`src/hdl/cvtor_settings.svh`:
```
`ifndef CVTOR_SETTINGS_SVH
`define CVTOR_SETTINGS_SVH

// ====================
// stream word geometry
// ====================
`define CVTOR_WORD_BYTES 8 // bytes per 64-bit stream word

// ====================
// memory sizes
// ====================
`define CVTOR_BANK_WORDS 64 // per store bank, one bank per channel group
`define CVTOR_SORT_WORDS 128 // max ch parts x 2 banks x 8 bytes x col parts

// ====================
// gather shape
// ====================
`define CVTOR_COL_PARTS 4 // column words gathered per channel row
`define CVTOR_MAX_CH_PARTS 2 // legal ch_part_num is 1 .. this

// byte reversal at input and output
// software loads little endian words, the gather works on big endian
// set to 0 to pass words through unswapped
`define CVTOR_ENDIAN_SWAP 1

`endif

```
`src/hdl/cvtor_pkg.sv`:
```
`default_nettype none

`include "cvtor_settings.svh"

package cvtor_pkg;

	// one stream or memory word, byte 0 sits in the top 8 bits
	typedef logic [`CVTOR_WORD_BYTES*8-1:0] word_t;

	// first word of a frame
	typedef struct packed {
		logic [15:0] ch_step; // words between channels of one column
		logic [15:0] chpart_step; // words between channel parts
		logic [7:0]  ch_part_num; // 1 .. max ch parts
	} cfg_t;

	// single-port memory access
	typedef struct packed {
		logic                         en;
		logic [`CVTOR_WORD_BYTES-1:0] we_mask; // bit i writes wdata[8*i +: 8]
		logic [7:0]                   addr;
		word_t                        wdata;
	} mem_req_t;

	// output beat
	typedef struct packed {
		word_t data;
		logic  last; // final beat of the frame
	} stream_t;

	// reverse byte order of a word
	function automatic word_t swap_bytes(input word_t w);
		word_t r;
		for (int i = 0; i < `CVTOR_WORD_BYTES; i++) begin
			r[8*i +: 8] = w[8*(`CVTOR_WORD_BYTES-1-i) +: 8];
		end
		return r;
	endfunction

endpackage

`default_nettype wire

```
`src/hdl/stream_out.sv`:
```
`timescale 1ns/10ps
`default_nettype none

`include "cvtor_settings.svh"

module stream_out import cvtor_pkg::*; (
	input  wire        clk,
	input  wire        reset,
	input  wire        out_start,
	input  wire cfg_t  cfg,
	output mem_req_t   sort_rd,
	input  wire word_t sort_q,
	output stream_t    out_beat,
	output logic       out_valid,
	output logic       out_done
);

	// words per channel part, 2 banks x bytes x col parts
	localparam int PART_WORDS = 2 * `CVTOR_WORD_BYTES * `CVTOR_COL_PARTS;

	logic        running;
	logic        active; // read issued this cycle
	logic        rd_last;
	logic        last_q; // aligned with the read latency
	logic [7:0]  rd_addr;
	logic [15:0] beat_num; // N

	assign beat_num = 16'(cfg.ch_part_num) * 16'(PART_WORDS);
	assign active = out_start || running; // first read with out_start
	assign rd_last = (16'(rd_addr) == beat_num - 16'd1);

	always_comb begin
		sort_rd = '0;
		sort_rd.en = active;
		sort_rd.addr = rd_addr;
	end

	always_ff @(posedge clk or posedge reset) begin
		if (reset) begin
			running <= 1'b0;
			rd_addr <= '0;
			out_valid <= 1'b0;
			last_q <= 1'b0;
		end else begin
			out_valid <= active; // beat one cycle after its read
			last_q <= active && rd_last;
			if (active) begin
				if (rd_last) begin
					running <= 1'b0;
					rd_addr <= '0; // ready for the next frame
				end else begin
					running <= 1'b1;
					rd_addr <= rd_addr + 8'd1;
				end
			end
		end
	end

	always_comb begin
		out_beat.data = (`CVTOR_ENDIAN_SWAP != 0) ? swap_bytes(sort_q) : sort_q;
		out_beat.last = last_q;
	end

	assign out_done = out_valid && last_q;

endmodule

`default_nettype wire

```
`config.mk`:
```
export PLATFORM = sky130hd
export DESIGN_NAME = stream_out
export DESIGN_NICKNAME = d
export VERILOG_FILES = /design/src/hdl/cvtor_pkg.sv /design/src/hdl/stream_out.sv
export VERILOG_INCLUDE_DIRS = /design/src /design/src/hdl
export SDC_FILE = /design/constraint.sdc
export NUM_CORES = 1
export LEC_CHECK = 0
export BUFFER_PORTS_ARGS = -buffer_cell sky130_fd_sc_hd__buf_2
export CAP_MARGIN = 20
export CORE_AREA = 2 2 99 101
export DETAILED_ROUTE_END_ITERATION = 7
export DIE_AREA = 0 0 101 103
export PLACE_DENSITY_LB_ADDON = 0.12
export SYNTH_ARGS = -nofsm -noshare
export SYNTH_HDL_FRONTEND = slang
export SYNTH_SLANG_ARGS = --single-unit
```
`constraint.sdc`:
```
create_clock -name clk -period 1.6 [get_ports clk]
set_input_delay 0.48 -clock clk [delete_from_list [all_inputs] [get_ports clk]]
set_output_delay 0.48 -clock clk [all_outputs]
set_load 0.005 [all_outputs]
```
* After elaboration in Yosys (flattened, before gate mapping)
Index checks and enable logic that the tools add are counted.
** Storage, ports and cells
- Register bits after elaboration :: 11
- Output and inout port bits :: 148
** Operators by class
- Add/subtract/negate cells :: 2
- Equal/unequal tests :: 1
- Muxes and demuxes :: 2
- Reductions and logical operators :: 3
** Operator list (number)
- $eq A8 B16 Y1 :: 1
- $sub A14 B1 Y15 const B :: 1
- $add A8 B1 Y8 const B :: 1
- $mux W8 :: 1
- $logic_and A1 B1 Y1 :: 2
- $logic_or A1 B1 Y1 :: 1
- $mux W1 :: 1

* Logic depth before layout (Yosys ltp)
- Depth after elaboration :: 3
- Depth in mapped cells :: 6
- Mapped depth without buffers :: 6

* Worst setup path before layout
Ideal clock, no wire load.
- Path kind :: input to register
- Start :: input port cfg[4] (netlist bit)
- End :: register rd_addr[6]
- Library setup time :: 0.139 ns
- Data arrival time :: 1.534 ns
- Setup slack :: -0.073 ns
- Stages on the path :: 3
- Cells stage by stage :: or4_4 > nor4_4 > o21ai_0
** Between the ends
- Longest elaborated chain between the ends :: 3
** RTL lines
- from (decl) :: RTL line stream_out.sv:10 : input wire cfg_t cfg,
- $sub A14 B1 Y15 :: RTL line stream_out.sv:30 : assign rd_last = (16'(rd_addr) == beat_num - 16'd1);
- $eq A8 B16 Y1 :: RTL line stream_out.sv:30
- $mux W8 :: RTL line stream_out.sv:48 : if (rd_last) begin
- to (signal assigned) :: RTL line stream_out.sv:53 : rd_addr <= rd_addr + 8'd1;
- to (decl) :: RTL line stream_out.sv:25 : logic [7:0] rd_addr;
Every way passes these cells.
A chain may end at the register's enable or synchronous reset.

* Final worst setup path
- Start :: input port cfg[1] (netlist bit)
- End :: register rd_addr[3]
The elaborated chain is that of the path after synthesis.

==> results.toml <==
[logic_synthesis]
synth_edf_count = 0
ys_ff_latch = 11
ys_types = 25
synth_flop_cell = "dfrtp_1"
syn_area_sq_um = 1635
yosys_warnings = 0
synth_cells = 200
synth_async_sr_flop_share_pct = 100.0
synth.avg_cell_area_sq_um = 8.177
ys_seq_area_share_pct = 16.83

[setup_path]
cp-end-kind = "flop"
regToRegStartpoint = "rd_addr[0]"
critPathLaunch = "cfg[1]"
cp_slowest_cell = "o31a_1"
cp-start-kind = "input port"
cp_slowest_stage_delay_ns = 0.30
required_ns = 1.71
worst-setup-path-type = "in2reg"
cp.arrival_ns = 1.63
crit_path_max_fanout = 8
path_cells = "buf_2 -> inv_2 -> ha_4 -> o31a_1 -> nor4_4 -> buf_4 -> o21ai_1"
critPathBufInv = 3
path_delay_family = "compound AO/OA/AOI/OAI gates"

[routing]
route.top_layer_used = "met4"
drc = 0
first_pass_iters = 2
vias = 812
drt_wl_total_microns = 2613
antenna_left = 0
route.met2.wl_microns = 945
via_per_inst = 2.859
wl_met3_microns = 409
wl_met1_microns = 1052
wl_per_cell_microns = 9.201
drt_iter0_drc = 14

[grt]
grt_max_degree = 12
grt_util_all_layers_pct = 4.863
overflow = 0
antenna_found_initial = 0
first_global_vias = 748
grt_pass1_wl_microns = 3898

[timing]
hold_viol_final = 0
period_share_pct = 94.46
fin_skew_ns = 0.0004883
fmax_mhz = 661.7
rsz0062_at_grt = "no"
finalMaxSlewViolations = 0
setup_tns_ns = 0
setup_violations = 0
fin_crit_ns = 1.511

[floorplanning]
dieArea_sq_um = 10400
die_w_microns = 101
die_h_microns = 103
core_sq_um = 9459
num_rows = 36
start_util_pct = 17.29
ios = 255

[status]
status = "finished, final reports clean"

[finish]
diodes = 0
instances_no_fill = 284
fin_area_sq_um = 1272
fillers = 1097
drive_gt1_share_pct = 25.88
fin_nets = 280
syn_to_final_growth_pct = -22.19

[clocking]
clockRootBuffer = "clkbuf_8"
cts_buffers = 3
clock-sinks = 11
clk_pin_slew_ns = 0.05
cts_setup_buffers = 0
cts_buffer_depth = 2
clk_latency_ns = 0.24
cts.htree.levels = 1
cts_tree = "done"

[placed_design]
hpwl_microns = 2149
port-buffer-count = 22
place_area_sq_um = 1220
dpl.cell_count = 280
routabilityCongestion = 0.7052

[worst_hold_path]
hp-class = "in2async"

[pwr]
p_leak_nw = 0.6418
ir_drop_v = 0.0003088
cellPowerDensity_nw_per_um2 = 1033

[job]
drv_cap = 0
## metal layers
layer  track usage, %  up-vias
met1            5.736      343
met3            2.576       30
met2            6.256       78
met5                0        -
met4            4.366        0
li1                 -      361
## sequential cells by signal, indices dropped and copies added, names as in the netlist
| name | flops |
|---|---|
| out_valid | 1 |
| rd_addr | 8 |
| running | 1 |
| last_q | 1 |
## stage by stage
stage	setup WS, ns	hold WS [ns]	utilization (%)	power (mW)
floorplan	0.01485	0.3324	-	1.021
global placement	-0.2010	0.5005	12.90	1.046
detailed placement	-0.1682	0.5101	12.90	1.039
CTS	0.05759	0.2770	13.37	1.343
global route	0.009265	0.3089	13.45	1.458
finish	0.08866	0.2440	13.45	1.315
## report_power, final
group          internal, mW  switching, mW
Sequential            0.369         0.0794
Clock                 0.176          0.114
Combinational         0.284          0.294
## logic make-up after synthesis
| logic type | after synthesis | synth area share (%) |
|---|---|---|
| fa+ha+maj | 2 | 1.530 |
| flops | 11 | 16.83 |
| buf+inv | 144 | 64.73 |
| compound gates | 12 | 4.131 |
| simple gates | 23 | 8.723 |
| other cells | 1 | 0.2293 |
| xor+xnor | 6 | 3.213 |
| mux | 1 | 0.6121 |
## Yosys cell counts (2+ instances only)
cell type / count / area share (%)
buf_4: 138 / 63
inv_1: 5 / 1.1
and2_1: 3 / 1.1
nand2_1: 4 / 0.92
nor2_1: 3 / 0.69
a21oi_1: 7 / 2.1
nand3_1: 2 / 0.61
ha_1: 2 / 1.5
nor3_1: 3 / 0.92
dfrtp_1: 11 / 17
o21ai_0: 3 / 0.92
xnor2_1: 6 / 3.2
## repair_timing
action | in CTS | in global routing
hold buffers | 0 | 0
setup endpoints to repair | 0 | 7
gates resized for setup | 0 | 2
## layout by cell type (no fill, tap or decap), types with 2 or more instances in the layout
| cell | instances |
|---|---|
| nand2_1 | 4 |
| nand3_1 | 2 |
| inv_2 | 2 |
| and2_1 | 3 |
| a21oi_1 | 7 |
| inv_1 | 3 |
| conb_1 | 72 |
| clkbuf_8 | 3 |
| nor2_1 | 2 |
| dfrtp_1 | 11 |
| nor3_1 | 3 |
| buf_2 | 22 |
| buf_4 | 12 |
| xnor2_1 | 6 |
| o21ai_1 | 2 |
## path summary, 6_finish.rpt
kind / to / slack (ns) / cells after the start
max in group asynchronous: rd_addr[3] / 1.04 / 2
worst min register to register: rd_addr[4] / 0.51 / 1
worst max-delay path: rd_addr[3] / 0.09 / 7
worst max register to register: rd_addr[7] / 0.20 / 5
worst min-delay path: last_q / 0.24 / 2
min in group clk: rd_addr[4] / 0.51 / 1
## cell type report
type	instances	area, sq um	area share (%)
Multi-Input combinational cell	116	590.6	46.41
Inverter	5	18.77	1.475
Timing Repair Buffer	34	200.2	15.73
Clock buffer	4	45.04	3.540
Tap cell	114	142.6	11.21
Sequential cell	11	275.3	21.63
(Power assumes the default switching activity.)
