===== config.mk =====
export PLATFORM = sky130hd
export DESIGN_NAME = sort_engine
export DESIGN_NICKNAME = d
export VERILOG_FILES = /design/src/hdl/cvtor_pkg.sv /design/src/hdl/sort_engine.sv
export VERILOG_INCLUDE_DIRS = /design/src /design/src/hdl
export SDC_FILE = /design/constraint.sdc
export NUM_CORES = 1
export LEC_CHECK = 0
export ABC_AREA = 1
export BUFFER_PORTS_ARGS = -buffer_cell sky130_fd_sc_hd__buf_2
export CAP_MARGIN = 10
export CORE_AREA = 2 2 131 133
export CTS_CLUSTER_DIAMETER = 150
export DETAILED_ROUTE_END_ITERATION = 16
export DIE_AREA = 0 0 133 135
export GPL_TIMING_DRIVEN = 0
export PLACE_DENSITY_LB_ADDON = 0.12
export RECOVER_POWER = 100
export SLEW_MARGIN = 0
export SYNTH_ARGS = -nofsm -noshare
export SYNTH_HDL_FRONTEND = slang
export SYNTH_SLANG_ARGS = --single-unit

===== constraint.sdc =====
create_clock -name clk -period 5.2 [get_ports clk]
set_clock_uncertainty 0.1 [all_clocks]
set_input_delay 0.78 -clock clk [delete_from_list [all_inputs] [get_ports clk]]
set_output_delay 0.78 -clock clk [all_outputs]
set_load 0.01 [all_outputs]

===== src/hdl/cvtor_settings.svh =====
`ifndef CVTOR_SETTINGS_SVH
`define CVTOR_SETTINGS_SVH

// ====================
// stream word geometry
// ====================
`define CVTOR_WORD_BYTES 8 // bytes per 64-bit stream word

// ====================
// memory sizes
// ====================
`define CVTOR_BANK_WORDS 64 // per store bank, one bank per channel group
`define CVTOR_SORT_WORDS 128 // max ch parts x 2 banks x 8 bytes x col parts

// ====================
// gather shape
// ====================
`define CVTOR_COL_PARTS 4 // column words gathered per channel row
`define CVTOR_MAX_CH_PARTS 2 // legal ch_part_num is 1 .. this

// byte reversal at input and output
// software loads little endian words, the gather works on big endian
// set to 0 to pass words through unswapped
`define CVTOR_ENDIAN_SWAP 1

`endif


===== src/hdl/cvtor_pkg.sv =====
`default_nettype none

`include "cvtor_settings.svh"

package cvtor_pkg;

	// one stream or memory word, byte 0 sits in the top 8 bits
	typedef logic [`CVTOR_WORD_BYTES*8-1:0] word_t;

	// first word of a frame
	typedef struct packed {
		logic [15:0] ch_step; // words between channels of one column
		logic [15:0] chpart_step; // words between channel parts
		logic [7:0]  ch_part_num; // 1 .. max ch parts
	} cfg_t;

	// single-port memory access
	typedef struct packed {
		logic                         en;
		logic [`CVTOR_WORD_BYTES-1:0] we_mask; // bit i writes wdata[8*i +: 8]
		logic [7:0]                   addr;
		word_t                        wdata;
	} mem_req_t;

	// output beat
	typedef struct packed {
		word_t data;
		logic  last; // final beat of the frame
	} stream_t;

	// reverse byte order of a word
	function automatic word_t swap_bytes(input word_t w);
		word_t r;
		for (int i = 0; i < `CVTOR_WORD_BYTES; i++) begin
			r[8*i +: 8] = w[8*(`CVTOR_WORD_BYTES-1-i) +: 8];
		end
		return r;
	endfunction

endpackage

`default_nettype wire


===== src/hdl/sort_engine.sv =====
`timescale 1ns/10ps
`default_nettype none

`include "cvtor_settings.svh"

module sort_engine import cvtor_pkg::*; (
	input  wire           clk,
	input  wire           reset,
	input  wire cfg_t     cfg,
	input  wire           sort_start,
	output mem_req_t      bank_rd,
	input  wire word_t    bank0_q,
	input  wire word_t    bank1_q,
	output mem_req_t      sort_req,
	output logic          sort_done
);

	localparam int LW = $clog2(`CVTOR_WORD_BYTES); // lane / byte index width
	localparam int CPW = $clog2(`CVTOR_COL_PARTS);

	logic           running;
	logic [LW-1:0]  ch_sel; // output lane k, fastest
	logic [7:0]     ch_part; // p
	logic           bank_sel; // b
	logic [LW-1:0]  byte_sel; // t
	logic [CPW-1:0] col_part; // c, slowest
	logic           sel_wrap;
	logic           part_wrap;
	logic           bank_wrap;
	logic           byte_wrap;
	logic           col_wrap;
	logic [15:0]    rd_addr;
	logic           vld_d1;
	logic           last_d1;
	logic           bank_d1;
	logic [LW-1:0]  byte_d1;
	logic [LW-1:0]  lane_d1;
	word_t          bank_word;
	logic [7:0]     pick;
	logic           vld_d2;
	logic           last_d2;
	logic [LW-1:0]  lane_d2;
	logic [7:0]     gbyte; // gathered byte, written next cycle
	logic [7:0]     sort_addr;

	// ====================
	// nested counters
	// ====================
	assign sel_wrap = (ch_sel == '1);
	assign part_wrap = sel_wrap && (ch_part == cfg.ch_part_num - 8'd1);
	assign bank_wrap = part_wrap && bank_sel;
	assign byte_wrap = bank_wrap && (byte_sel == '1);
	assign col_wrap = byte_wrap && (col_part == CPW'(`CVTOR_COL_PARTS - 1));

	always_ff @(posedge clk or posedge reset) begin
		if (reset) begin
			running <= 1'b0;
			ch_sel <= '0;
			ch_part <= '0;
			bank_sel <= 1'b0;
			byte_sel <= '0;
			col_part <= '0;
		end else if (running) begin
			ch_sel <= ch_sel + 1'b1; // 7 -> 0 by width
			if (sel_wrap) ch_part <= part_wrap ? 8'd0 : ch_part + 8'd1;
			if (part_wrap) bank_sel <= ~bank_sel;
			if (bank_wrap) byte_sel <= byte_sel + 1'b1;
			if (byte_wrap) col_part <= col_wrap ? '0 : col_part + 1'b1;
			if (col_wrap) running <= 1'b0; // all counters are back at 0
		end else if (sort_start) begin
			running <= 1'b1;
		end
	end

	// k * ch_step + p * chpart_step + c
	assign rd_addr = 16'(ch_sel) * cfg.ch_step + 16'(ch_part) * cfg.chpart_step +
		16'(col_part);

	always_comb begin
		bank_rd = '0;
		bank_rd.en = running; // one read per cycle
		bank_rd.addr = rd_addr[7:0];
	end

	// ====================
	// gather pipeline
	// ====================
	always_ff @(posedge clk or posedge reset) begin
		if (reset) begin
			vld_d1 <= 1'b0;
			last_d1 <= 1'b0;
			vld_d2 <= 1'b0;
			last_d2 <= 1'b0;
		end else begin
			vld_d1 <= running; // bank word arrives with this stage
			last_d1 <= running && col_wrap;
			vld_d2 <= vld_d1;
			last_d2 <= last_d1;
		end
	end

	// selectors ride along with the read
	always_ff @(posedge clk) begin
		bank_d1 <= bank_sel;
		byte_d1 <= byte_sel;
		lane_d1 <= ch_sel;
		lane_d2 <= lane_d1;
		gbyte <= pick;
	end

	assign bank_word = bank_d1 ? bank1_q : bank0_q;
	assign pick = bank_word[8*(`CVTOR_WORD_BYTES-1-int'(byte_d1)) +: 8]; // byte t, MSB first

	// sort word address, steps after lane 7
	always_ff @(posedge clk or posedge reset) begin
		if (reset) begin
			sort_addr <= '0;
		end else if (vld_d2 && lane_d2 == '1) begin
			sort_addr <= last_d2 ? 8'd0 : sort_addr + 8'd1;
		end
	end

	// byte replicated over the word, mask keeps lane k only
	always_comb begin
		sort_req = '0;
		sort_req.en = vld_d2;
		sort_req.we_mask[`CVTOR_WORD_BYTES-1-int'(lane_d2)] = vld_d2;
		sort_req.addr = sort_addr;
		sort_req.wdata = {`CVTOR_WORD_BYTES{gbyte}};
	end

	assign sort_done = vld_d2 && last_d2; // with the final write

endmodule

`default_nettype wire


# Word level (Yosys, flattened, before mapping)
# Cells that the tools add are included.
# word_totals
regBits,48
input_bits,171
out_inout_bits,163
wordCells,59
# op_classes
n_addsub,10
n_mul,2
n_lt_le_gt_ge,2
n_eq_ne,5
n_shift,1
muxes,9
n_bitwise,2
reduce_logical,12
# ops
cell,n
$mux 64,1
$shiftx 64x7->8,1
$add 8x1->8 const B,2
$mul 3x16->8,1
$mul 8x16->8,1
$mux 8,2
$eq 3x3->1 const B,3
$add 8x2->8,1
$add 8x8->8,1
$and 8x8->8,1
$eq 8x8->1,1
$logic_and 1x1->1,8
$reduce_and 2->1,4
$sub 3x3->4 const A,2
$sub 8x1->8 const B,1
$add 3x1->3 const B,2
$lt 4x5->1 const B,1
$ge 4x1->1 const B,1
$mux 1,4
$demux 1 s3,1
$add 2x1->2 const B,1
$eq 2x2->1 const B,1
$mux 2,1
$not 1->1,1

# Longest topological paths before layout
# depth
word_depth,8
mapped_depth,23
mapped_depth_nobuf,22

# Least setup slack after synthesis
# Ideal clock, no wire load.
# synth_timing
path_kind,in2out
start,in cfg[11] in the netlist's numbering
end,out bank_rd[71] in the netlist's numbering
arrival_ns,4.411
required_time_ns,4.320
path_slack_ns,-0.091
path_stages,20
path_buffers,0
path_cell_list,nand2_1 fa_1 fa_1 inv_1 ha_1 fa_1 inv_1 fa_1 inv_1 ha_1 nand3_1 nand3_1 nand2_1 nand2_1 a21oi_1 nand3b_1 nand2_1 inv_1 nand2_1 nand2_1
# synth_lines
element,line,rtl
"start, declared",sort_engine.sv:9,"input wire cfg_t cfg,"
"end, declared",sort_engine.sv:11,"output mem_req_t bank_rd,"

==> flow_summary_export.csv <==
group,metric,value,unit
yosys,synth_most_common_cell,"nand2_1",
clock_tree,cts_buffers,5,
power_and_ir_drop,p_sw_frac,0.327,
critical_path,start_kind,"primary input",
yosys,synth_common_cells,"nand2_1, inv_1, buf_4",
place,hpwl,16300,um
clock_tree,h-tree-depth,2,
hold_path,hp-class,"reg2reg",
floorplan,rows,47,
global_route,use_met2,0.386,
clock_tree,clk_path_buf_depth,2,
yosys,ys_seq_area_frac,0.180,
timing,final.min_clock_period,5.33,ns
power_and_ir_drop,comb_power_share,0.419,
power_and_ir_drop,switching_power,0.000433,W
global_route,grt.total_usage,0.205,
timing,worst_pin_slew,0.942,ns
clock_tree,clkSinkCount,48,
global_route,first_global_vias,5548,
layout,drive_gt1_frac,0.345,
yosys,syn_area_per_cell,7.06,um2
yosys,ys_warn_count,0,
yosys,synth_edf_count,0,
critical_path,r2r_cells,7,
yosys,async_flop_share,0.625,
timing,report.final.hold_viol_count,0,
timing,rsz0062_at_grt,"true",
yosys,syn_inst,874,
floorplan,initial_core_util,0.376,
floorplan,design.core.area,16400,um2
clock_tree,cts-root-buf,"clkbuf_16",
clock_tree,cts.clk_slew.worst_paths,0.07,ns
timing,setup-violations-final,1,
power_and_ir_drop,power_density,160,nW/um2
route,drt-total-wl,18900,um
power_and_ir_drop,ir_drop,0.121,mV
yosys,netlist.area_leader.share,0.161,
route,ant_nets,0,
clock_tree,cts_tree,"yes",
yosys,yosysUniqueCellTypes,38,
critical_path,criticalPathCategory,"in2out",
global_route,met3_usage,0.0372,
timing,fmax,188,MHz
power_and_ir_drop,p_seq_frac,0.292,
floorplan,dieArea,18000,um2
place,placed_area,7970,um2
critical_path,endpoint,"bank_rd[71]",
place,port_buffers,244,
critical_path,r2r_end,"gbyte[0]",
timing,slew_violations,0,
route,first_pass_iters,4,
flow_run,cap_violations,0,
power_and_ir_drop,p_leak,4.81,nW
timing,worst_slack,-0.131,ns
status,status,"complete, but fails checks",
route,drt_iter0_drc,292,
layout,post-route-cell-area,8270,um2
critical_path,arrival,4.45,ns
yosys,yosys-top-cells-area,"buf_4, dfrtp_1, nand2_1",
critical_path,r2r-start,"bank_d1",
critical_path,r2r_slack,2.63,ns
global_route,grtUsageMet1,0.243,
global_route,grt_pass1_wl,29400,um
status,failed_checks,"setup timing",
critical_path,worstPathMaxFanout,2,
power_and_ir_drop,cellInternalPower,0.000894,W
place,gp_congestion,0.802,
timing,max_slew_margin,0.372,
global_route,grt_busiest_layer,"met2",
yosys,yosys_most_used_dff,"dfrtp_1",
critical_path,end_kind,"output port",
yosys,synth_largest_area_cell,"buf_4",
critical_path,cp.required,4.32,ns
yosys,synth_area,6170,um2
floorplan,chipWidth,133,um
route,num_vias,6025,
global_route,grt_max_degree,31,
floorplan,ioPinCount,334,
global_route,antenna_found_initial,1,
layout,area.growth.synth_to_final,34.0,%
route,drc,0,
power_and_ir_drop,power_frac_clock,0.289,
layout,finalNetCount,1434,
timing,finalCritPeriodShare,1.03,
clock_tree,clk_latency,0.29,ns
route,vias_per_cell,4.22,
power_and_ir_drop,finalPower,0.00133,W
global_route,grt.overflow.total,0,
floorplan,fp.dieH,135,um
critical_path,crit_path_start,"cfg[28]",
route,wl_per_cell,13.2,um
yosys,yosys_register_bits,48,
## critical path, stage by stage
cell and delay, ns:
buf_8 0.08, nand2_4 0.04, fa_1 0.54, inv_1 0.05
fa_1 0.47, inv_1 0.05, fa_1 0.50, inv_1 0.06
fa_1 0.49, inv_2 0.04, fa_1 0.49, inv_2 0.05
ha_4 0.26, a21oi_2 0.05, nand3b_1 0.15, nand2_1 0.09
inv_1 0.04, nand2_1 0.06, nand2_2 0.05, buf_6 0.11
## repair_timing
action | 4_1_cts | 5_1_grt
gates resized for setup | 36 | 3
endpoints found under the setup margin | 4 | 3
pin swaps | 25 | 3
setup buffers | 8 | 1
hold buffers | 0 | 0
## final cells by class
| cell class | count | area (um2) |
|---|---|---|
| clock inverter | 2 | 38.8 |
| buffer | 162 | 1120 |
| tap | 220 | 275 |
| timing repair buffer | 254 | 1280 |
| fill | 1671 | 8140 |
| multi-input combinational | 572 | 3690 |
| clock buffer | 6 | 139 |
| sequential | 48 | 1110 |
| inverter | 162 | 608 |
| antenna | 1 | 2.50 |
## cells by family (layout without fill, tap and decap cells)
family / after synthesis / in the layout / synth area share
DFF: 48 / 48 / 0.180
and+or+nand+nor: 276 / 276 / 0.203
muxes: 33 / 33 / 0.0535
buffers and inverters: 325 / 586 / 0.281
other: 1 / 73 / 0.000608
adders and majority gates: 58 / 58 / 0.152
AOI/OAI and AO/OA: 122 / 122 / 0.113
xor gates and xnor gates: 11 / 11 / 0.0168
## through the flow
step           setup TNS [ns]  hold WS [ns]  instances  utilization  setup WS [ns]
6_report               -0.131         0.228       1427        0.504         -0.131
4_1_cts                -0.181         0.231       1424        0.509         -0.181
5_1_grt                -0.555         0.238       1427        0.504         -0.300
2_1_floorplan               0         0.210        945            -         0.0142
3_3_place_gp           -0.462         0.211       1409        0.486         -0.387
3_5_place_dp           -0.526         0.214       1409        0.486         -0.429
## layer usage
layer  routed length [um]  vias to the layer above
li1                     -                     3181
met1                 7610                     2675
met2                10000                      159
met3                 1080                       10
met4                  202                        0
met5                    0                        -
## worst min-delay path by stage
stage	start	to	slack, ns	cells after the start
3_5_place_dp	lane_d1[1]	lane_d2[1]	0.21	0
3_3_place_gp	lane_d1[1]	lane_d2[1]	0.21	0
4_1_cts	lane_d1[1]	lane_d2[1]	0.23	0
2_1_floorplan	lane_d1[0]	lane_d2[0]	0.21	0
5_1_grt	lane_d1[1]	lane_d2[1]	0.24	0
6_report	lane_d1[2]	lane_d2[2]	0.23	0
## placed cells by master, fill, tap and decap left out, types with 3 or more instances in the layout
cell / netlist / final
buf_4: 132 / 87
ha_1: 30 / 21
o211ai_1: 32 / 32
nor2_1: 21 / 23
a21oi_1: 40 / 39
mux2i_1: 33 / 33
ha_4: 0 / 8
dfxtp_1: 18 / 18
conb_1: 1 / 72
inv_2: 3 / 7
buf_2: 15 / 215
xor2_1: 4 / 4
clkbuf_4: 0 / 58
nand3_1: 48 / 47
clkinv_1: 3 / 4
nor3_1: 7 / 7
inv_1: 156 / 151
nand4_1: 3 / 4
xnor2_1: 6 / 6
fa_1: 28 / 25
fa_2: 0 / 3
nand2_2: 6 / 12
buf_6: 0 / 3
clkbuf_1: 15 / 51
o21ai_0: 48 / 48
dfrtp_1: 30 / 29
clkbuf_16: 0 / 5
nand2_1: 172 / 165
nand3b_1: 4 / 4
## sequential cells by signal, summed over array words and instances, names as in the netlist
register   count
bank_sel       1
vld_d1         1
vld_d2         1
byte_sel       3
ch_part        8
running        1
gbyte          8
col_part       2
ch_sel         3
last_d2        1
last_d1        1
lane_d1        3
bank_d1        1
lane_d2        3
byte_d1        3
sort_addr      8
## power groups by stage
stage | Combinational [W] | Sequential (W) | Clock (W)
final | 0.000556 | 0.000388 | 0.000383
after floorplan | 0.000338 | 0.000395 | 0
after global routing | 0.000621 | 0.000389 | 0.000403
after detailed placement | 0.000516 | 0.000396 | 0
after CTS | 0.000567 | 0.000389 | 0.000395
after global placement | 0.000512 | 0.000396 | 0
No activity file was read; power rests on OpenSTA's default activity.
