**src/hdl/cvtor_settings.svh**
```systemverilog
`ifndef CVTOR_SETTINGS_SVH
`define CVTOR_SETTINGS_SVH

// ====================
// stream word geometry
// ====================
`define CVTOR_WORD_BYTES 8 // bytes per 64-bit stream word

// ====================
// memory sizes
// ====================
`define CVTOR_BANK_WORDS 64 // per store bank, one bank per channel group
`define CVTOR_SORT_WORDS 128 // max ch parts x 2 banks x 8 bytes x col parts

// ====================
// gather shape
// ====================
`define CVTOR_COL_PARTS 4 // column words gathered per channel row
`define CVTOR_MAX_CH_PARTS 2 // legal ch_part_num is 1 .. this

// byte reversal at input and output
// software loads little endian words, the gather works on big endian
// set to 0 to pass words through unswapped
`define CVTOR_ENDIAN_SWAP 1

`endif

```
**src/hdl/cvtor_pkg.sv**
```systemverilog
`default_nettype none

`include "cvtor_settings.svh"

package cvtor_pkg;

	// one stream or memory word, byte 0 sits in the top 8 bits
	typedef logic [`CVTOR_WORD_BYTES*8-1:0] word_t;

	// first word of a frame
	typedef struct packed {
		logic [15:0] ch_step; // words between channels of one column
		logic [15:0] chpart_step; // words between channel parts
		logic [7:0]  ch_part_num; // 1 .. max ch parts
	} cfg_t;

	// single-port memory access
	typedef struct packed {
		logic                         en;
		logic [`CVTOR_WORD_BYTES-1:0] we_mask; // bit i writes wdata[8*i +: 8]
		logic [7:0]                   addr;
		word_t                        wdata;
	} mem_req_t;

	// output beat
	typedef struct packed {
		word_t data;
		logic  last; // final beat of the frame
	} stream_t;

	// reverse byte order of a word
	function automatic word_t swap_bytes(input word_t w);
		word_t r;
		for (int i = 0; i < `CVTOR_WORD_BYTES; i++) begin
			r[8*i +: 8] = w[8*(`CVTOR_WORD_BYTES-1-i) +: 8];
		end
		return r;
	endfunction

endpackage

`default_nettype wire

```
**src/hdl/phase_ctrl.sv**
```systemverilog
`timescale 1ns/10ps
`default_nettype none

`include "cvtor_settings.svh"

module phase_ctrl import cvtor_pkg::*; (
	input  wire            clk,
	input  wire            reset,
	input  wire word_t     in_data,
	input  wire            in_valid,
	output logic           in_read,
	output cfg_t           cfg,
	input  wire mem_req_t  sort_rd,
	output mem_req_t [1:0] bank_req,
	output logic           sort_start,
	input  wire            sort_done,
	output logic           out_start,
	input  wire            out_done,
	output logic           out_phase
);

	localparam int SAW = $clog2(`CVTOR_BANK_WORDS);

	typedef enum logic [2:0] {
		IDLE,
		CFG_READ,
		STORE,
		SORT,
		OUTPUT
	} state_t;

	state_t         state;
	state_t         state_nx;
	word_t          in_word; // after optional byte reversal
	logic           take; // word accepted this cycle
	logic [SAW-1:0] st_addr;
	logic           st_bank; // 0 = bank0, 1 = bank1
	logic           st_last; // 128th store word

	assign in_word = (`CVTOR_ENDIAN_SWAP != 0) ? swap_bytes(in_data) : in_data;

	// source is read only while config or store is open
	assign in_read = in_valid && (state == CFG_READ || state == STORE);
	assign take = in_valid && in_read;
	assign st_last = take && (state == STORE) && st_bank &&
		(st_addr == SAW'(`CVTOR_BANK_WORDS - 1));
	assign out_phase = (state == OUTPUT); // sort memory goes to stream_out

	// ====================
	// FSM
	// ====================
	always_comb begin
		state_nx = state;
		case (state)
			IDLE:     if (in_valid) state_nx = CFG_READ; // frame begins
			CFG_READ: if (take) state_nx = STORE; // single config word
			STORE:    if (st_last) state_nx = SORT;
			SORT:     if (sort_done) state_nx = OUTPUT;
			OUTPUT:   if (out_done) state_nx = IDLE; // counters already wrapped
			default:  state_nx = IDLE;
		endcase
	end

	always_ff @(posedge clk or posedge reset) begin
		if (reset) begin
			state <= IDLE;
			sort_start <= 1'b0;
			out_start <= 1'b0;
		end else begin
			state <= state_nx;
			sort_start <= st_last; // cycle after the last store word
			out_start <= sort_done && (state == SORT);
		end
	end

	// config capture, fields from the low 40 bits
	always_ff @(posedge clk or posedge reset) begin
		if (reset) begin
			cfg <= '0;
		end else if (take && state == CFG_READ) begin
			cfg.ch_step <= in_word[15:0];
			cfg.chpart_step <= in_word[31:16];
			cfg.ch_part_num <= in_word[39:32];
		end
	end

	// ====================
	// store addressing
	// ====================
	always_ff @(posedge clk or posedge reset) begin
		if (reset) begin
			st_addr <= '0;
			st_bank <= 1'b0;
		end else if (take && state == STORE) begin
			if (st_addr == SAW'(`CVTOR_BANK_WORDS - 1)) begin
				st_addr <= '0;
				st_bank <= ~st_bank; // back to bank0 after bank1 fills
			end else begin
				st_addr <= st_addr + 1'b1;
			end
		end
	end

	// bank port steering, store writes or sort reads
	always_comb begin
		bank_req = '0;
		for (int b = 0; b < 2; b++) begin
			if (state == STORE) begin
				bank_req[b].en = take && (st_bank == 1'(b));
				bank_req[b].we_mask = '1; // full word
				bank_req[b].addr = 8'(st_addr);
				bank_req[b].wdata = in_word;
			end else if (state == SORT) begin
				bank_req[b] = sort_rd; // both banks read, engine picks one
			end
		end
	end

endmodule

`default_nettype wire

```
**config.mk**
```make
export PLATFORM = sky130hd
export DESIGN_NAME = phase_ctrl
export DESIGN_NICKNAME = d
export VERILOG_FILES = /design/src/hdl/cvtor_pkg.sv /design/src/hdl/phase_ctrl.sv
export VERILOG_INCLUDE_DIRS = /design/src /design/src/hdl
export SDC_FILE = /design/constraint.sdc
export NUM_CORES = 1
export LEC_CHECK = 0
export ABC_AREA = 1
export BUFFER_PORTS_ARGS = -buffer_cell sky130_fd_sc_hd__buf_2
export CORE_AREA = 10 10 132 134
export CTS_BUF_LIST = sky130_fd_sc_hd__clkbuf_8
export DETAILED_ROUTE_END_ITERATION = 16
export DIE_AREA = 0 0 142 144
export PLACE_DENSITY = 0.6
export SLEW_MARGIN = 5
export SYNTH_ARGS = -nofsm -noshare
export SYNTH_HDL_FRONTEND = slang
export SYNTH_SLANG_ARGS = --single-unit
```
**constraint.sdc**
```tcl
create_clock -name clk -period 2.85 [get_ports clk]
set_clock_uncertainty 0.2 [all_clocks]
set_input_delay 0 -clock clk [delete_from_list [all_inputs] [get_ports clk]]
set_output_delay 0 -clock clk [all_outputs]
set_load 0.02 [all_outputs]
```
== After elaboration in Yosys (flattened, before gate mapping) ==
Index checks and enable logic that the tools add are counted.

* Register bits: 52

* Multiplexer cells: 10
* Equal/unequal tests: 10
* Bitwise gates (word level): 1
* $add $sub $neg: 1
* Reductions and logical operators: 13

{| class="wikitable"
|+ Operators with widths
! kind !! count
|-
| 2-to-1 mux 81 bit || 3
|-
| 2-to-1 mux 3 bit || 5
|-
| one-hot mux 3 bit (5 select lines) || 1
|-
| != test 2 bit, second input constant || 5
|-
| logical AND 1 bit || 9
|-
| adder 6 x 1 -> 6 bit, second input constant || 1
|-
| equality test 3 x 2 -> 1 bit, second input constant || 2
|-
| equality test 6 bit, second input constant || 1
|-
| 2-to-1 mux 6 bit || 1
|-
| AND reduction 5 bit || 1
|-
| equality test 3 x 1 -> 1 bit, second input constant || 1
|-
| equality test 3 bit, second input constant || 1
|-
| zero test 3 bit || 1
|-
| AND reduction 2 bit || 1
|-
| logical OR 1 bit || 1
|-
| inverter 1 bit || 1
|}

== Logic depth before layout (Yosys ltp) ==
Gate-level depths: netlist of run 1.

* Depth after elaboration: 9
* Gate-level depth with buffers: 9

== Worst setup path after synthesis of run 1 ==
OpenSTA, ideal clock, no wires.

* Path kind: register to output
* Start point: register state[0]
* End point: output bank_req[89] (netlist name)
* Setup slack: 0.880 ns
* Buffers on the path: 4
* Cell stages (with the launch flop): 8
* Data required time: 2.650 ns
* Arrival: 1.770 ns
* Cells stage by stage: dfrtp_1 -> buf_2 -> inv_1 -> nand3_2 -> buf_2 -> buf_2 -> o21ai_0 -> buf_4

{| class="wikitable"
|+ RTL lines
! item !! RTL line !! RTL
|-
| start: declaration || phase_ctrl.sv:32 || <nowiki>state_t state;</nowiki>
|-
| start signal: assignment || phase_ctrl.sv:70 || <nowiki>state <= state_nx;</nowiki>
|-
| end: declaration || phase_ctrl.sv:14 || <nowiki>output mem_req_t [1:0] bank_req,</nowiki>
|}

==> flow_summary.ini, run 1 <==
[cts]
clockRootBuffer = clkbuf_8
worst_skew_pair.late_latency_ps = 310
cts.clk_slew.worst_paths_ps = 90
ctsResizeCount = 0
cts_sinks = 52
cts_made_buffers = 5
htree_levels = 2
cts_tree = done
ctsLongestPathBuffers = 2

[sta]
setup_viol = 0
final-max-slew-violation-count = 0
worstMarginPinSlew_ps = 794
tns_ps = 0
fin_crit_ps = 2160
rsz0062_at_grt = false
hold_violations = 0
max_slew_margin_pct = 47.0
finalCritPeriodShare_pct = 75.8
hold_ws_ps = 135
fmax_mhz = 463

[worst_setup_path]
r2r-start = state[0]
crit_slowest_cell = dfrtp_1
worstSetupStartpointType = flip-flop
cp.arrival_ps = 1960
critPathMaxFanout = 49
crit_top_cell = nand2_1
worstReg2RegEnd = state[1]
end_kind = output port
r2r_cells = 8
criticalPathCategory = flip-flop to output port
crit_required_ps = 2650
rrSetupSlack_ps = 980
path_cells = nand2_1 -> nor2_4 -> buf_4 -> nand2_1 -> o21ai_0 -> buf_2
slowest_delay_ps = 480

[global_routing]
antenna_found_initial = 1
grt_max_degree = 50
grt_pass1_wl_um = 24100
grt_use_total_pct = 14.6
grt_pass1_vias = 4104
grt.overflow.total = 0

[synth]
ys_types = 23
yosysTopAreaCell = dfrtp_1
synth_seq_cells = 52
synth_nets = 641
synthFlopType = dfrtp_1
yosysSeqAreaShare_pct = 36.2
synth_top_cells_by_count = nand2_1 (120), o21ai_0 (88), buf_4 (81)
synth_area_leaders = dfrtp_1 (36%), buf_4 (17%), nand2_1 (13%)
ys.warnings.count = 0
synth_edf_count = 0
async_flop_share_pct = 100
synth.most_common_cell = nand2_1
synth_area_per_cell_um2 = 7.34
synth_top_cell_area_share_pct = 36.2
syn_area_um2 = 3600
postSynthCellCount = 490

[finish]
layout.nets = 949
syn2layout_area_growth_pct = 52.5
layout-drive-gt1-share_pct = 47.4

[placed_design]
gp_congestion = 0.908
dpl.hpwl_um = 13900
io_buffer_count = 355

[route]
antenna_left = 0
detail_route.wl_per_cell_um = 17.0
vias = 4189
drtPass1Iterations = 7
drt_iter0_markers = 334
via_per_inst = 4.24
drc = 0
wirelength_um = 16800

[floorplan]
chipHeight_um = 144
coreArea_um2 = 14900
die_w_um = 142
initial_utilization_pct = 24.2
die_area_um2 = 20400
io_pins = 356
num_rows = 45

[outcome]
status = finished, final reports clean

[hold_path]
min-delay-start = sort_rd[74]
min_to = bank_req[155]
hp-class = primary input to output port
hold_depth = 4

[power]
p_leak_nw = 3.39
p_per_area_nw_per_um2 = 1120
ir_worst_vdd_uv = 480

[run]
drv_cap = 0
==> state kept, by name, summed over array words and instances, names as in the netlist <==
name / count
sort_start: 1
st_addr: 6
cfg: 40
state: 3
out_start: 1
st_bank: 1
==> through the flow <==
step	instances	worst slack, ps	util (%)	cell area, um2	total power [mW]
2_1_floorplan	490	880	-	3600	4.58
3_3_place_gp	935	1040	33.2	4930	5.60
3_5_place_dp	935	1030	33.2	4930	5.62
4_1_cts	987	671	36.9	5480	6.21
5_1_grt	987	524	36.9	5480	6.59
6_report	988	690	36.9	5480	6.14
==> worst max path at each step <==
| stage | start | end | slack (ps) | depth (start not counted) |
|---|---|---|---|---|
| 6_report | state[0] | bank_req[19] | 690 | 6 |
| 5_1_grt | state[0] | bank_req[23] | 520 | 6 |
| 4_1_cts | state[0] | bank_req[19] | 670 | 6 |
| 3_5_place_dp | state[0] | state[1] | 1030 | 8 |
| 3_3_place_gp | state[0] | state[1] | 1040 | 8 |
| 2_1_floorplan | state[0] | bank_req[89] | 880 | 7 |
==> worst max-delay path: cells and delay by family (launching register included) <==
kind / cells / cell delay [ps]
AND/OR/NAND/NOR: 3 / 340
flip-flops: 1 / 480
buffers and inverters: 2 / 650
AO/OA/AOI/OAI: 1 / 170
==> power breakdown <==
group	internal (mW)	switching (mW)
sequential	1.06	0.194
combinational	1.31	3.07
clock	0.260	0.250
==> kinds of logic (layout without fill, tap and decap cells) <==
family / Yosys count / count (layout) / synth area share (%)
XOR/XNOR: 3 / 3 / 0.731
adder cells (fa/ha/maj): 1 / 1 / 0.348
buffers and inverters: 166 / 475 / 26.8
AND/OR/NAND/NOR: 149 / 149 / 16.8
flip-flops: 52 / 52 / 36.2
AO/OA/AOI/OAI: 119 / 119 / 19.1
other: 0 / 1 / 0
==> layout make-up <==
| type | instances | area [um2] |
|---|---|---|
| antenna | 1 | 2.50 |
| clock buffer | 5 | 68.8 |
| clock inverter | 3 | 42.5 |
| fill | 1598 | 9380 |
| inverter | 60 | 225 |
| multi-input combinational | 272 | 1330 |
| sequential | 52 | 1300 |
| tap | 188 | 235 |
| timing repair buffer | 407 | 2280 |
==> routing by layer <==
metal,vias up,global-route usage [%],wire [um]
met1,1905,17.6,6660
met2,175,25.1,8700
li1,2093,-,-
met5,-,0,13
met3,14,3.90,1220
met4,2,3.50,188
==> cell usage in the layout, fill, tap and decap left out, types with 2 or more instances in the layout <==
cell	synthesis	layout
nand3_1	9	9
inv_1	57	56
dlygate4sd3_1	0	44
o21ai_1	4	4
o21ai_0	88	88
buf_4	81	8
buf_2	18	355
nand3_2	2	2
dfrtp_1	52	52
inv_2	3	4
nand2_1	120	120
nor3_1	3	3
clkbuf_8	0	5
xor2_1	3	3
nor2_1	10	10
a21oi_1	2	2
nand4_1	2	2
a22o_1	24	24
==> what timing repair did <==
item,in CTS,in global routing
hold buffers,44,0
buffers inserted,0,0
hold endpoints to repair,85,0
setup endpoints to repair,0,0
(Power assumes the default switching activity.)
==> run 2, diff against run 1 <==
--- a/config.mk
+++ b/config.mk
@@ -6,13 +6,13 @@
 export SDC_FILE = /design/constraint.sdc
 export NUM_CORES = 1
 export LEC_CHECK = 0
-export ABC_AREA = 1
+export ABC_AREA = 0
 export BUFFER_PORTS_ARGS = -buffer_cell sky130_fd_sc_hd__buf_2
-export CORE_AREA = 10 10 132 134
+export CORE_AREA = 10 10 131 133
 export CTS_BUF_LIST = sky130_fd_sc_hd__clkbuf_8
 export DETAILED_ROUTE_END_ITERATION = 16
-export DIE_AREA = 0 0 142 144
-export PLACE_DENSITY = 0.6
+export DIE_AREA = 0 0 141 143
+export PLACE_DENSITY = 0.67
 export SLEW_MARGIN = 5
 export SYNTH_ARGS = -nofsm -noshare
 export SYNTH_HDL_FRONTEND = slang
==> constraint.sdc (replaced) <==
create_clock -name clk -period 1.93 [get_ports clk]
set_clock_uncertainty 0.2 [all_clocks]
set_input_delay 0 -clock clk [delete_from_list [all_inputs] [get_ports clk]]
set_output_delay 0 -clock clk [all_outputs]
set_load 0.02 [all_outputs]
==> flow_summary.ini, run 2 <==
[floorplan]
chipHeight_um = 143
coreArea_um2 = 14400
initial_utilization_pct = 28.3
die_area_um2 = 20200
die_w_um = 141
io_pins = 356
num_rows = 44

[synth]
postSynthCellCount = 407
synth.most_common_cell = buf_4
synth_edf_count = 0
syn_area_um2 = 4090
synthFlopType = dfrtp_1
ys.warnings.count = 0
ys_types = 35
synth_area_leaders = dfrtp_1 (32%), mux2i_1 (17%), buf_4 (15%)
synth_area_per_cell_um2 = 10.0
synth_nets = 558
yosysTopAreaCell = dfrtp_1
yosysSeqAreaShare_pct = 31.9
synth_top_cell_area_share_pct = 31.9
async_flop_share_pct = 100
synth_top_cells_by_count = buf_4 (83), nor2_1 (71), mux2i_1 (70)
synth_seq_cells = 52

[cts]
worst_skew_pair.late_latency_ps = 320
htree_levels = 2
cts_tree = done
ctsLongestPathBuffers = 2
clockRootBuffer = clkbuf_8
cts.clk_slew.worst_paths_ps = 110
cts_made_buffers = 5
cts_sinks = 52

[route]
via_per_inst = 4.48
drc = 0
drtPass1Iterations = 4
drt_iter0_markers = 123
wirelength_um = 17500
vias = 4087
detail_route.wl_per_cell_um = 19.2
antenna_left = 0

[power]
p_total_mw = 11.1
p_leak_nw = 3.55
p_per_area_nw_per_um2 = 1710
ir_worst_vdd_uv = 886

[finish]
multi_input_area_um2 = 2160
top_regs = cfg (40), st_addr (6), state (3)
mostFrequentLayoutCells = buf_2 (320), mux2i_1 (63), dfrtp_1 (51), dlygate4sd3_1 (44), buf_4 (40)
syn2layout_area_growth_pct = 58.0
seqCellArea_um2 = 1310
largest_register_ffs = 40
fin_util_pct = 44.7
layout.nets = 878
fill_cells = 1341
layout_commonest_cell = buf_2
n_antenna_cell = 0
stdcell_area_um2 = 6450
final_cells = 912
top_register = cfg
layout-drive-gt1-share_pct = 66.2

[worst_setup_path]
cp-startpoint = state[0]
r2r-start = state[0]
end_kind = output port
criticalPathCategory = flip-flop to output port
critPathMaxFanout = 26
crit_required_ps = 1730
worstSetupStartpointType = flip-flop
cp.arrival_ps = 1690
worstReg2RegEnd = cfg[36]
r2r_cells = 4
crit_end = bank_req[108]
rrSetupSlack_ps = 80

[global_routing]
antenna_found_initial = 0
grt_max_degree = 49
grt_pass1_wl_um = 24300
grt.overflow.total = 0
grt_use_total_pct = 14.9
grt_pass1_vias = 4435

[sta]
tns_ps = 0
hold_violations = 0
fmax_mhz = 528
max_slew_margin_pct = 66.7
fin_crit_ps = 1890
worstMarginPinSlew_ps = 498
worst_slack_ps = 35.7
rsz0062_at_grt = true
finalCritPeriodShare_pct = 98.2
setup_viol = 0
hold_ws_ps = 55.8
final-max-slew-violation-count = 0

[hold_path]
hp-class = primary input to asynchronous set/reset pin

[placed_design]
place_area_um2 = 5440
dpl.hpwl_um = 13500
gp_congestion = 0.814
post-place-ws_ps = 159
dp_cells = 852
io_buffer_count = 355

[run]
drv_cap = 0

[outcome]
status = finished, final reports clean
==> run 2: cell types whose count changed after synthesis, sizes merged, moves of 3 or more <==
cell	change
nand2	-109
o21ai	-88
mux2i	+70
nor2	+59
inv	-50
mux2	+40
a22o	-24
a21oi	+8
nand3	-7
xnor2	+5
and3	+4
xor2	-3
==> run 2: cell type report <==
cell class                 instances  share of cell area, %
clock buffer                       5                   1.07
clock inverter                     3                   1.07
inverter                          10                  0.582
multi-input combinational        240                   33.5
sequential                        52                   20.2
tap                              184                   3.57
timing repair buffer             418                   40.0
==> run 2: logic make-up after synthesis <==
kind of cell             after synthesis  share of synthesized area, %
multiplexers                         110                          31.8
AO/OA/AOI/OAI                         20                          2.85
adder cells (fa/ha/maj)                1                         0.306
XOR/XNOR                               5                          1.07
AND/OR/NAND/NOR                      104                          11.7
flip-flops                            52                          31.9
buffers and inverters                115                          20.5
==> run 2: worst min path at each step <==
| stage | from | endpoint | slack [ps] |
|---|---|---|---|
| final | reset | state[2] | 60 |
| after global routing | reset | cfg[24] | 80 |
| after CTS | reset | cfg[27] | 60 |
| after detailed placement | reset | cfg[27] | -140 |
| after global placement | reset | cfg[27] | -140 |
| after floorplan | in_data[58] | cfg[26] | -70 |
==> run 2: what timing repair did <==
| action | in CTS | in global routing |
|---|---|---|
| setup endpoints to repair | 15 | 143 |
| hold buffers | 44 | 0 |
| cloned | 0 | 3 |
| setup buffers | 0 | 5 |
| gates resized for setup | 7 | 101 |
| hold endpoints to repair | 100 | 0 |
==> run 2: power by group <==
| part | switching, mW | internal [mW] | leakage [nW] | total, mW |
|---|---|---|---|---|
| combinational | 4.85 | 3.35 | 2.85 | 8.20 |
| clock | 0.400 | 0.522 | 0.0687 | 0.923 |
| sequential | 0.341 | 1.60 | 0.628 | 1.94 |
==> run 2: per-layer routing <==
metal,vias up,global-route usage (%),part of all wire [%]
met1,1905,14.6,35
met3,21,7.43,11
met5,-,0,0
met2,244,27.3,52
li1,1917,-,-
met4,0,3.59,1.5
==> run 2: worst max-delay path, cell delays in order, from the launching register on <==
cell	delay [ps]
dfrtp_4	480
buf_12	110
buf_12	190
mux2i_1	320
nor2_4	70
buf_2	170
